--- config.mk ---
export PLATFORM = sky130hd
export DESIGN_NAME = plic_top
export DESIGN_NICKNAME = d
export VERILOG_FILES = /design/src/rtl/plic_pkg.sv /design/src/rtl/plic_gateway.sv /design/src/rtl/plic_target.sv /design/src/rtl/plic_regs.sv /design/src/rtl/plic_top.sv
export SDC_FILE = /design/constraint.sdc
export NUM_CORES = 1
export LEC_CHECK = 0
export ABC_CLOCK_PERIOD_IN_PS = 12800
export BUFFER_PORTS_ARGS = -buffer_cell sky130_fd_sc_hd__buf_2
export CORE_AREA = 2 2 143 200
export CTS_CLUSTER_DIAMETER = 50
export DETAILED_ROUTE_END_ITERATION = 10
export DIE_AREA = 0 0 145 202
export PLACE_DENSITY = 0.48
export SETUP_SLACK_MARGIN = 0.5
export SYNTH_ARGS = -nofsm -noshare
export SYNTH_HDL_FRONTEND = slang
export SYNTH_HIERARCHICAL = 1
export SYNTH_SLANG_ARGS = --single-unit
--- constraint.sdc ---
create_clock -name clk -period 12.8 [get_ports clk]
set_input_delay 0.64 -clock clk [delete_from_list [all_inputs] [get_ports clk]]
set_output_delay 0.64 -clock clk [all_outputs]
set_load 0.02 [all_outputs]
--- src/rtl/plic_pkg.sv ---
`default_nettype none

package plic_pkg;

  // Priority value width, priority 0 never interrupts
  localparam int PRIO_W = 3;

  // Source id width
  // Id 0 means no interrupt and real sources start at 1
  localparam int ID_W = 6;

  localparam int DATA_W = 32;  // Register bus data width

  // Address layout is {region, index}
  // The index selects a source for REG_PRIORITY and a target otherwise
  localparam int IDX_W  = 6;
  localparam int ADDR_W = IDX_W + 2;

  typedef logic [PRIO_W-1:0] prio_t;
  typedef logic [ID_W-1:0]   id_t;

  // Upper address bits of a register access
  typedef enum logic [1:0] {
    REG_PRIORITY  = 2'd0,  // Per-source priority
    REG_ENABLE    = 2'd1,  // Per-target enable mask, bit n-1 is source n
    REG_THRESHOLD = 2'd2,  // Per-target threshold
    REG_CLAIM     = 2'd3   // Read claims, write completes
  } plic_region_e;

endpackage

`default_nettype wire

--- src/rtl/plic_gateway.sv ---
`timescale 1ns/1ns
`default_nettype none

module plic_gateway #(
  parameter int NUM_SOURCES = 8,
  parameter int NUM_TARGETS = 2
) (
  input  logic                                  clk,
  input  logic                                  rst_n,
  input  logic [NUM_SOURCES-1:0]                irq_src_i,
  input  logic [NUM_SOURCES-1:0]                edge_sel_i,      // 1 is edge, 0 is level
  input  logic [NUM_TARGETS-1:0]                claim_req_i,
  input  logic [NUM_TARGETS-1:0]                complete_req_i,
  input  plic_pkg::id_t [NUM_TARGETS-1:0]       claim_id_i,
  input  plic_pkg::id_t [NUM_TARGETS-1:0]       complete_id_i,
  output logic [NUM_SOURCES-1:0]                pending_o
);

  logic [NUM_SOURCES-1:0] src_q;        // Source levels from the previous edge
  logic [NUM_SOURCES-1:0] req;
  logic [NUM_SOURCES-1:0] set_pending;
  logic [NUM_SOURCES-1:0] pending_q;
  logic [NUM_SOURCES-1:0] active_q;     // Claimed or pending, waiting for complete
  logic [NUM_SOURCES-1:0] claim;        // One-hot per source
  logic [NUM_SOURCES-1:0] complete;

  always_ff @(posedge clk or negedge rst_n) begin
    if (!rst_n) begin
      src_q <= '0;
    end else begin
      src_q <= irq_src_i;
    end
  end

  // Edge mode only sees a rise against the registered level
  assign req = (edge_sel_i & irq_src_i & ~src_q) | (~edge_sel_i & irq_src_i);

  // Decode ids from all targets, id 0 and ids past the last source match nothing
  always_comb begin
    claim    = '0;
    complete = '0;
    for (int t = 0; t < NUM_TARGETS; t++) begin
      for (int s = 0; s < NUM_SOURCES; s++) begin
        if (claim_req_i[t] && int'(claim_id_i[t]) == s + 1) begin
          claim[s] = 1'b1;
        end
        if (complete_req_i[t] && int'(complete_id_i[t]) == s + 1) begin
          complete[s] = 1'b1;
        end
      end
    end
  end

  // A new request is taken only once the previous one is fully retired
  assign set_pending = req & ~active_q & ~pending_q;

  always_ff @(posedge clk or negedge rst_n) begin
    if (!rst_n) begin
      pending_q <= '0;
    end else begin
      pending_q <= (pending_q | set_pending) & ~claim;
    end
  end

  // Active spans from the request until the target completes it
  always_ff @(posedge clk or negedge rst_n) begin
    if (!rst_n) begin
      active_q <= '0;
    end else begin
      active_q <= (active_q | set_pending) & ~complete;
    end
  end

  assign pending_o = pending_q;

endmodule

`default_nettype wire

--- src/rtl/plic_target.sv ---
`timescale 1ns/1ns
`default_nettype none

module plic_target #(
  parameter int NUM_SOURCES = 8
) (
  input  plic_pkg::prio_t [NUM_SOURCES-1:0] prio_i,       // Element n-1 is source n
  input  logic [NUM_SOURCES-1:0]            pending_i,
  input  logic [NUM_SOURCES-1:0]            enable_i,
  input  plic_pkg::prio_t                   threshold_i,
  output plic_pkg::id_t                     best_id_o,
  output logic                              irq_o
);

  plic_pkg::prio_t win_prio;
  plic_pkg::id_t   win_id;

  // Ascending scan with strict compare keeps the lowest id on a tie.
  // Starting from priority 0 also drops every priority-0 source.
  always_comb begin
    win_prio = '0;
    win_id   = '0;
    for (int s = 0; s < NUM_SOURCES; s++) begin
      if (pending_i[s] && enable_i[s] && (prio_i[s] > win_prio)) begin
        win_prio = prio_i[s];
        win_id   = plic_pkg::id_t'(s + 1);
      end
    end
  end

  assign irq_o = (win_id != '0) && (win_prio > threshold_i);

  // Below threshold the claim sees nothing
  assign best_id_o = irq_o ? win_id : '0;

endmodule

`default_nettype wire

--- src/rtl/plic_regs.sv ---
`timescale 1ns/1ns
`default_nettype none

module plic_regs #(
  parameter int NUM_SOURCES = 8,
  parameter int NUM_TARGETS = 2
) (
  input  logic                                    clk,
  input  logic                                    rst_n,
  input  logic                                    wr_en_i,
  input  logic                                    rd_en_i,
  input  logic [plic_pkg::ADDR_W-1:0]             addr_i,
  input  logic [plic_pkg::DATA_W-1:0]             wdata_i,
  output logic [plic_pkg::DATA_W-1:0]             rdata_o,
  input  plic_pkg::id_t [NUM_TARGETS-1:0]         best_id_i,
  output plic_pkg::prio_t [NUM_SOURCES-1:0]       prio_o,
  output logic [NUM_TARGETS-1:0][NUM_SOURCES-1:0] enable_o,
  output plic_pkg::prio_t [NUM_TARGETS-1:0]       threshold_o,
  output logic [NUM_TARGETS-1:0]                  claim_req_o,
  output plic_pkg::id_t [NUM_TARGETS-1:0]         claim_id_o,
  output logic [NUM_TARGETS-1:0]                  complete_req_o,
  output plic_pkg::id_t [NUM_TARGETS-1:0]         complete_id_o
);

  // Enable masks may be wider than the bus, upper bits stay unreachable
  localparam int EXT_W = (NUM_SOURCES > plic_pkg::DATA_W) ? NUM_SOURCES : plic_pkg::DATA_W;

  plic_pkg::plic_region_e                 region;
  logic [plic_pkg::IDX_W-1:0]             idx;
  logic [EXT_W-1:0]                       wdata_ext;
  logic [EXT_W-1:0]                       enable_ext;
  logic [plic_pkg::DATA_W-1:0]            rdata_d;
  plic_pkg::prio_t [NUM_SOURCES-1:0]      prio_q;
  logic [NUM_TARGETS-1:0][NUM_SOURCES-1:0] enable_q;
  plic_pkg::prio_t [NUM_TARGETS-1:0]      threshold_q;

  assign region    = plic_pkg::plic_region_e'(addr_i[plic_pkg::ADDR_W-1:plic_pkg::IDX_W]);
  assign idx       = addr_i[plic_pkg::IDX_W-1:0];
  assign wdata_ext = EXT_W'(wdata_i);

  // Priority index is the source id, so index 0 is never written
  always_ff @(posedge clk or negedge rst_n) begin
    if (!rst_n) begin
      prio_q      <= '0;
      enable_q    <= '0;
      threshold_q <= '0;
    end else if (wr_en_i) begin
      for (int s = 0; s < NUM_SOURCES; s++) begin
        if (region == plic_pkg::REG_PRIORITY && int'(idx) == s + 1) begin
          prio_q[s] <= wdata_i[plic_pkg::PRIO_W-1:0];
        end
      end
      for (int t = 0; t < NUM_TARGETS; t++) begin
        if (region == plic_pkg::REG_ENABLE && int'(idx) == t) begin
          enable_q[t] <= wdata_ext[NUM_SOURCES-1:0];
        end
        if (region == plic_pkg::REG_THRESHOLD && int'(idx) == t) begin
          threshold_q[t] <= wdata_i[plic_pkg::PRIO_W-1:0];
        end
      end
    end
  end

  // Read mux, anything out of range stays zero
  always_comb begin
    rdata_d    = '0;
    enable_ext = '0;
    for (int s = 0; s < NUM_SOURCES; s++) begin
      if (region == plic_pkg::REG_PRIORITY && int'(idx) == s + 1) begin
        rdata_d[plic_pkg::PRIO_W-1:0] = prio_q[s];
      end
    end
    for (int t = 0; t < NUM_TARGETS; t++) begin
      if (int'(idx) == t) begin
        case (region)
          plic_pkg::REG_ENABLE: begin
            enable_ext = EXT_W'(enable_q[t]);
            rdata_d    = enable_ext[plic_pkg::DATA_W-1:0];
          end
          plic_pkg::REG_THRESHOLD: rdata_d[plic_pkg::PRIO_W-1:0] = threshold_q[t];
          plic_pkg::REG_CLAIM:     rdata_d[plic_pkg::ID_W-1:0] = best_id_i[t];
          default: ;
        endcase
      end
    end
  end

  // Held until the next read
  always_ff @(posedge clk or negedge rst_n) begin
    if (!rst_n) begin
      rdata_o <= '0;
    end else if (rd_en_i) begin
      rdata_o <= rdata_d;
    end
  end

  // Claim and complete strobes act on the gateway at the access edge
  always_comb begin
    for (int t = 0; t < NUM_TARGETS; t++) begin
      claim_req_o[t]    = rd_en_i && region == plic_pkg::REG_CLAIM && int'(idx) == t;
      complete_req_o[t] = wr_en_i && region == plic_pkg::REG_CLAIM && int'(idx) == t;
      claim_id_o[t]     = best_id_i[t];                  // Id returned by this read
      complete_id_o[t]  = wdata_i[plic_pkg::ID_W-1:0];
    end
  end

  assign prio_o      = prio_q;
  assign enable_o    = enable_q;
  assign threshold_o = threshold_q;

endmodule

`default_nettype wire

--- src/rtl/plic_top.sv ---
`timescale 1ns/1ns
`default_nettype none

module plic_top #(
  parameter int NUM_SOURCES = 8,   // At most 63
  parameter int NUM_TARGETS = 2
) (
  input  logic                          clk,
  input  logic                          rst_n,
  input  logic [NUM_SOURCES-1:0]        irq_src_i,
  input  logic [NUM_SOURCES-1:0]        edge_sel_i,
  input  logic                          wr_en_i,
  input  logic                          rd_en_i,
  input  logic [plic_pkg::ADDR_W-1:0]   addr_i,
  input  logic [plic_pkg::DATA_W-1:0]   wdata_i,
  output logic [plic_pkg::DATA_W-1:0]   rdata_o,
  output logic [NUM_TARGETS-1:0]        irq_o
);

  logic [NUM_SOURCES-1:0]                  pending;
  plic_pkg::prio_t [NUM_SOURCES-1:0]       prio;
  logic [NUM_TARGETS-1:0][NUM_SOURCES-1:0] enable;
  plic_pkg::prio_t [NUM_TARGETS-1:0]       threshold;
  plic_pkg::id_t [NUM_TARGETS-1:0]         best_id;
  logic [NUM_TARGETS-1:0]                  claim_req;
  plic_pkg::id_t [NUM_TARGETS-1:0]         claim_id;
  logic [NUM_TARGETS-1:0]                  complete_req;
  plic_pkg::id_t [NUM_TARGETS-1:0]         complete_id;

  plic_regs #(
    .NUM_SOURCES (NUM_SOURCES),
    .NUM_TARGETS (NUM_TARGETS)
  ) plic_regs_i (
    .clk            (clk),
    .rst_n          (rst_n),
    .wr_en_i        (wr_en_i),
    .rd_en_i        (rd_en_i),
    .addr_i         (addr_i),
    .wdata_i        (wdata_i),
    .rdata_o        (rdata_o),
    .best_id_i      (best_id),
    .prio_o         (prio),
    .enable_o       (enable),
    .threshold_o    (threshold),
    .claim_req_o    (claim_req),
    .claim_id_o     (claim_id),
    .complete_req_o (complete_req),
    .complete_id_o  (complete_id)
  );

  plic_gateway #(
    .NUM_SOURCES (NUM_SOURCES),
    .NUM_TARGETS (NUM_TARGETS)
  ) plic_gateway_i (
    .clk            (clk),
    .rst_n          (rst_n),
    .irq_src_i      (irq_src_i),
    .edge_sel_i     (edge_sel_i),
    .claim_req_i    (claim_req),
    .complete_req_i (complete_req),
    .claim_id_i     (claim_id),
    .complete_id_i  (complete_id),
    .pending_o      (pending)
  );

  // One arbiter per hart, all share the pending vector
  for (genvar t = 0; t < NUM_TARGETS; t++) begin : g_target
    plic_target #(
      .NUM_SOURCES (NUM_SOURCES)
    ) plic_target_i (
      .prio_i      (prio),
      .pending_i   (pending),
      .enable_i    (enable[t]),
      .threshold_i (threshold[t]),
      .best_id_o   (best_id[t]),
      .irq_o       (irq_o[t])
    );
  end

endmodule

`default_nettype wire

# --- Word level (Yosys, flattened, before mapping) ---
# Cells that the tools add are included.
word_totals:
  reg_bits: 102
  latch_bits: 0
  ram_bits: 0
  rom_bits: 0
  input_bits: 60
  output_inout_bits: 34
  elab_cells: 266
  mem_count: 0
op_classes:
  addsub: 0
  multipliers: 0
  div_mod_pow: 0
  magnitude_cmp: 17
  eq_ne: 35
  shifts: 0
  mux: 82
  bitwise: 16
  reduce_logical: 100
op_table:
  columns: ["cell", "count"]
  rows:
  - ["== test 6 x 4 -> 1 bit (second input constant)", 16]
  - ["two-way mux 3 bit", 32]
  - ["logical AND 1 bit", 84]
  - ["two-way mux 32 bit", 2]
  - ["bitwise AND 8 bit", 7]
  - ["== test 6 x 3 -> 1 bit (second input constant)", 8]
  - ["greater-than comparator 3 bit", 16]
  - ["inverter 8 bit", 6]
  - ["two-way mux 1 bit", 34]
  - ["two-way mux 26 bit", 1]
  - ["== test 6 x 2 -> 1 bit (second input constant)", 4]
  - ["== test 6 x 5 -> 1 bit (second input constant)", 4]
  - ["OR 8 bit", 3]
  - ["AND reduction 2 bit", 12]
  - ["one-hot mux 3 bit (3 select lines)", 2]
  - ["two-way mux 4 bit", 4]
  - ["one-hot mux 3 bit (2 select lines)", 2]
  - ["nonzero test 6 bit", 2]
  - ["two-way mux 2 bit", 5]
  - ["zero test 6 bit", 1]
  - ["== test 2 bit (second input constant)", 2]
  - ["greater-than comparator 3 x 1 -> 1 bit (second input constant)", 1]
  - ["== test 2 x 1 -> 1 bit (second input constant)", 1]
  - ["zero test 2 bit", 1]

# --- Longest topological paths before layout ---
depth:
  depth_word: 33
  depth_mapped: 58
  depth_no_buf: 56

# --- By module ---
# Netlist, hierarchy kept.
by_module_without_submodules:
  columns: ["module", "n_inst", "cells_per_inst", "area_per_inst_um2", "seq_area_each_um2"]
  rows:
  - ["plic_regs", 1, 282, 3131.8, 1351.3]
  - ["plic_target", 2, 183, 1214.9, 0.0]
  - ["plic_gateway", 1, 114, 1216.2, 600.6]

# --- Worst setup path before layout ---
# Ideal clock, no wire load.
synth_path:
  kind: "reg-to-reg"
  startpoint: "register plic_gateway_i.pending_q[0] (netlist: plic_gateway_i/pending_o[0])"
  endpoint: "register plic_gateway_i.pending_q[5] (netlist: plic_gateway_i/pending_o[5])"
  setup_time_ns: 0.122
  t_arrival_ns: 9.789
  t_required_ns: 12.678
  path_slack_ns: 2.890
  path_stages_with_launch: 57
  n_path_buf: 3
  synth_period_minus_slack_ns: 9.910
  path_cell_list: "dfrtp_1 > nand3_1 > ha_1 > and3_1 > a211oi_4 > mux2i_1 > inv_1 > ha_1 > nand2_1 > nor2_1 > mux2i_1 > and3_1 > clkbuf_1 > a21oi_1 > a21oi_1 > ha_1 > nor2_1 > nor4b_1 > [... 21 more ...] > nor2b_1 > o21ai_0 > nand2b_1 > and4_1 > buf_1 > nor3_1 > a21oi_1 > o31ai_2 > ha_1 > nor2b_1 > o21a_1 > o21ai_0 > nand2b_1 > nor2_1 > buf_4 > nor4b_2 > and4b_1 > nor3_1"
synth_lines:
  columns: ["element", "line_no", "rtl"]
  rows:
  - ["start: declaration", "plic_gateway.sv:22", "logic [NUM_SOURCES-1:0] pending_q;"]
  - ["start signal: assignment", "plic_gateway.sv:61", "pending_q <= (pending_q | set_pending) & ~claim;"]

# --- Worst setup path in the final report ---
layout_path:
  startpoint: "register plic_gateway_i.pending_q[0] (netlist: plic_gateway_i/pending_o[0])"
  endpoint: "output irq_o[0]"
layout_via:
  elab_chain_cells: 26
  word_cells_on_any_way: 35
  cone_classes: "8 x order compare; 16 x mux; 11 x reduce/logical"
layout_rtl:
  columns: ["element", "line_no", "rtl"]
  rows:
  - ["logical AND 1 bit * (2 in series)", "plic_target.sv:24", "if (pending_i[s] && enable_i[s] && (prio_i[s] > win_prio)) begin"]
  - ["two-way mux 3 bit", "plic_target.sv:24", null]
  - ["greater-than comparator 3 bit", "plic_target.sv:24", null]
  - ["logical AND 1 bit", "plic_target.sv:24", null]
  - ["two-way mux 3 bit", "plic_target.sv:24", null]
  - ["greater-than comparator 3 bit", "plic_target.sv:24", null]
  - ["logical AND 1 bit", "plic_target.sv:24", null]
  - ["two-way mux 3 bit", "plic_target.sv:24", null]
  - ["[... 9 more ...]", null, null]
  - ["greater-than comparator 3 bit", "plic_target.sv:24", null]
  - ["logical AND 1 bit", "plic_target.sv:24", null]
  - ["two-way mux 3 bit", "plic_target.sv:24", null]
  - ["greater-than comparator 3 bit", "plic_target.sv:24", null]
  - ["logical AND 1 bit", "plic_target.sv:24", null]
  - ["two-way mux 3 bit / two-way mux 4 bit (equally long branches)", "plic_target.sv:24", null]
  - ["greater-than comparator 3 bit / nonzero test 6 bit (equally long branches)", "plic_target.sv:31", "assign irq_o = (win_id != '0) && (win_prio > threshold_i);"]
  - ["logical AND 1 bit *", "plic_target.sv:31", null]
  - ["end: declaration", "plic_top.sv:17", "output logic [NUM_TARGETS-1:0] irq_o"]
# Mark *: on every way between the ends. The rest lies on a longest branch, timed or not.

==> flow_metrics.tcl <==
set metrics [dict create \
    yosysMostFrequentCell "dfrtp_1" \
    grt_pass1_vias 5821 \
    rrSetupSlack_ns 1.28 \
    final.min_clock_period_ns 11.57 \
    antenna_found_initial 0 \
    synth_top_family_by_area "simple AND/OR/NAND/NOR gates" \
    yosysTopAreaCellShare_pct 28.8 \
    path_max_fanout 13 \
    drtAntennaViolNets 0 \
    dpl.hpwl_mm 17.2 \
    tns_ns 0 \
    firstDrtPassIters 4 \
    die_h_um 202 \
    via_per_inst 5.01 \
    fin_skew_ns 0.00986 \
    grt_overflow 0 \
    coreArea_um2 27500 \
    avgRoutedWirePerCell_um 19.0 \
    fmaxAchievable_mhz 86.4 \
    drc_errors 0 \
    syn_area_um2 6780 \
    final_nets 870 \
    worstSetupPathType "flip-flop to primary output" \
    clk_path_buf_depth 2 \
    ys_seq_elements 78 \
    fp-row-count 72 \
    cts-root-buf "clkbuf_16" \
    finalWirelength_mm 21.9 \
    synth.largest_area_cell "dfrtp_1" \
    rsz0062_at_grt "true" \
    cts_resized 0 \
    drt_iter0_drc 384 \
    cts_tree "yes" \
    cap_viol_max_count 0 \
    cp-end-kind "primary output" \
    required_ns 12.16 \
    die_area_um2 29300 \
    placed_cells 1135 \
    power_per_cell_area_nw_per_um2 88.3 \
    drv_slew 0 \
    path_clk_slew_ns 0.06 \
    synthXorXnorAreaFrac_pct 0.388 \
    outcome "finished, final reports clean" \
    h-tree-depth 3 \
    io_buffers 45 \
    timing.rr.start "plic_gateway_i/pending_o[0]" \
    r2r_end "plic_regs_i/rdata_o[1]" \
    synth_seq_area_share_pct 28.8 \
    clock-sinks 78 \
    synth.mux.area_fraction_pct 13.5 \
    synth_cell_types 74 \
    postCtsSetupBuffers 0 \
    cts_made_buffers 9 \
    vias 5765 \
    setup_violations 0 \
    diodes 0 \
    ir_drop_v 0.0000638 \
    p_leak_nw 3.17 \
    ys.warnings.count 6 \
    synth_cells 762 \
    area_growth_pct 10.5 \
    slew_headroom_pct 46.4 \
    grtUsageTotal_pct 14.8 \
    synthAdderAreaFrac_pct 6.28 \
    start_util_pct 24.7 \
    io_pins 94 \
    ys_top_cells_by_area "dfrtp_1, mux2_2, ha_1" \
    synth.top_cells.by_count "dfrtp_1, a21oi_1, buf_4, inv_1, mux2_2" \
    synth_compound_area_share_pct 20.2 \
    worstSkewPairLatency_ns 0.35 \
    hold_viol 0 \
    globalplace.congestion 0.875 \
    final_cells 1151 \
    ys.flop_type "dfrtp_1" \
    cp_common_cell "ha_1" \
    period_share_pct 90.4 \
    yosys.area_share.simple_pct 20.6 \
    synth-edff-count 0 \
    drive_above_1_share_pct 22.7 \
    worst_slew_pin_slew_ns 0.804 \
    critPathLaunch "plic_gateway_i/pending_o[0]" \
    ff2ff_path_depth 57 \
    synth_area_per_cell_um2 8.89 \
    grt_max_degree 51 \
    min_path_type "primary input to async pin" \
    cpPeakStageDelay_ns 0.53 \
    synth_async_sr_flop_share_pct 100 \
    start_kind "flip-flop" \
    cp.arrival_ns 10.93 \
    grt_pass1_wl_mm 33.6 \
    worst_path_max_delay_cell "dfrtp_2" \
    die_w_um 145 \
    holdBufCountCts 0 \
]
-- through the flow --
stage,setup WS [ns],power (W),util [%],hold WS (ns),instance area [µm²]
5_1_grt,0.449,0.000695,27.3,0.239,7490
2_1_floorplan,2.89,0.000370,-,0.344,6870
4_1_cts,0.541,0.000667,27.0,0.217,7410
6_report,1.23,0.000661,27.3,0.217,7490
3_5_place_dp,0.729,0.000402,25.9,0.512,7110
3_3_place_gp,0.807,0.000401,25.9,0.505,7110
-- cells in the final DEF, fill, tap and decap left out, types with 5 or more instances in the layout --
master and count:
and2_1 8, inv_1 53, and3_1 18, nor2_1 47, conb_1 28, nand2_1 48, a221oi_1 7, ha_1 34
nor3_1 12, a21boi_0 5, nand4_1 13, a31oi_1 17, o211ai_1 10, mux2_4 6, nor4b_1 5, mux2_2 53
a21oi_2 5, mux2i_1 21, dfrtp_1 76, clkbuf_16 9, nor3b_1 6, buf_4 6, buf_2 44, o22ai_1 8
nor2b_1 11, a21oi_1 51, o22a_1 6, nand2b_1 12, nand3_1 21, and4b_1 5, o21ai_0 28
-- where the power goes --
| group | total (W) | switching (W) | leakage, nW | internal, W |
|---|---|---|---|---|
| sequential | 0.000284 | 0.0000240 | 0.994 | 0.000260 |
| combinational | 0.000116 | 0.0000723 | 2.03 | 0.0000442 |
| clock | 0.000260 | 0.000104 | 0.146 | 0.000156 |
| total | 0.000661 | 0.000200 | 3.17 | 0.000461 |
-- area by class of cell --
type | instances | area (µm²)
fill | 2991 | 20000
clock inverter | 5 | 56.3
inverter | 53 | 199
timing repair buffer | 50 | 265
tap | 370 | 463
sequential | 78 | 1950
multi-input combinational | 584 | 4310
clock buffer | 11 | 243
-- how the worst max path moves through the flow --
stage | to | slack, ns | depth (start not counted)
after floorplan | plic_gateway_i/pending_o[5] | 2.89 | 56
after global placement | plic_gateway_i/pending_o[5] | 0.81 | 54
after detailed placement | plic_regs_i/rdata_o[1] | 0.73 | 54
after CTS | irq_o[1] | 0.54 | 50
after global routing | plic_regs_i/rdata_o[1] | 0.45 | 57
final | irq_o[0] | 1.23 | 51
-- registers in the layout (all words and copies together), names as in the netlist --
name                      count
plic_regs_i/prio_o           24
plic_regs_i/enable_o         16
plic_gateway_i/active_q       8
plic_gateway_i/pending_o      8
plic_gateway_i/src_q          8
plic_regs_i/rdata_o           8
plic_regs_i/threshold_o       6
-- kinds of logic (layout without fill, tap and decap cells) --
| group | count (synthesis) | in the layout |
|---|---|---|
| AND/OR/NAND/NOR | 241 | 241 |
| flip-flops | 78 | 78 |
| XOR/XNOR | 3 | 3 |
| multiplexers | 82 | 82 |
| buffers and inverters | 125 | 119 |
| other | 3 | 28 |
| AO/OA/AOI/OAI | 196 | 196 |
| adder cells (fa/ha/maj) | 34 | 34 |
-- routing by layer --
metal | vias to the layer above | part of all wire [%] | routed length, µm | track usage, %
met4 | 0 | 3.9 | 846 | 7.60
li1 | 2784 | - | - | -
met5 | - | 0 | 0 | 0
met3 | 39 | 2.5 | 553 | 1.69
met1 | 2802 | 38 | 8370 | 15.6
met2 | 140 | 55 | 12100 | 28.7
-- critical path: cells and delay by family (launching register included) --
family	cells	cell delay [ns]
and+or+nand+nor	19	2.97
AOI/OAI and AO/OA	15	2.36
adders and majority gates	8	2.32
muxes	5	1.52
buffers and inverters	4	0.85
DFF	1	0.53
(Power assumes the default switching activity.)
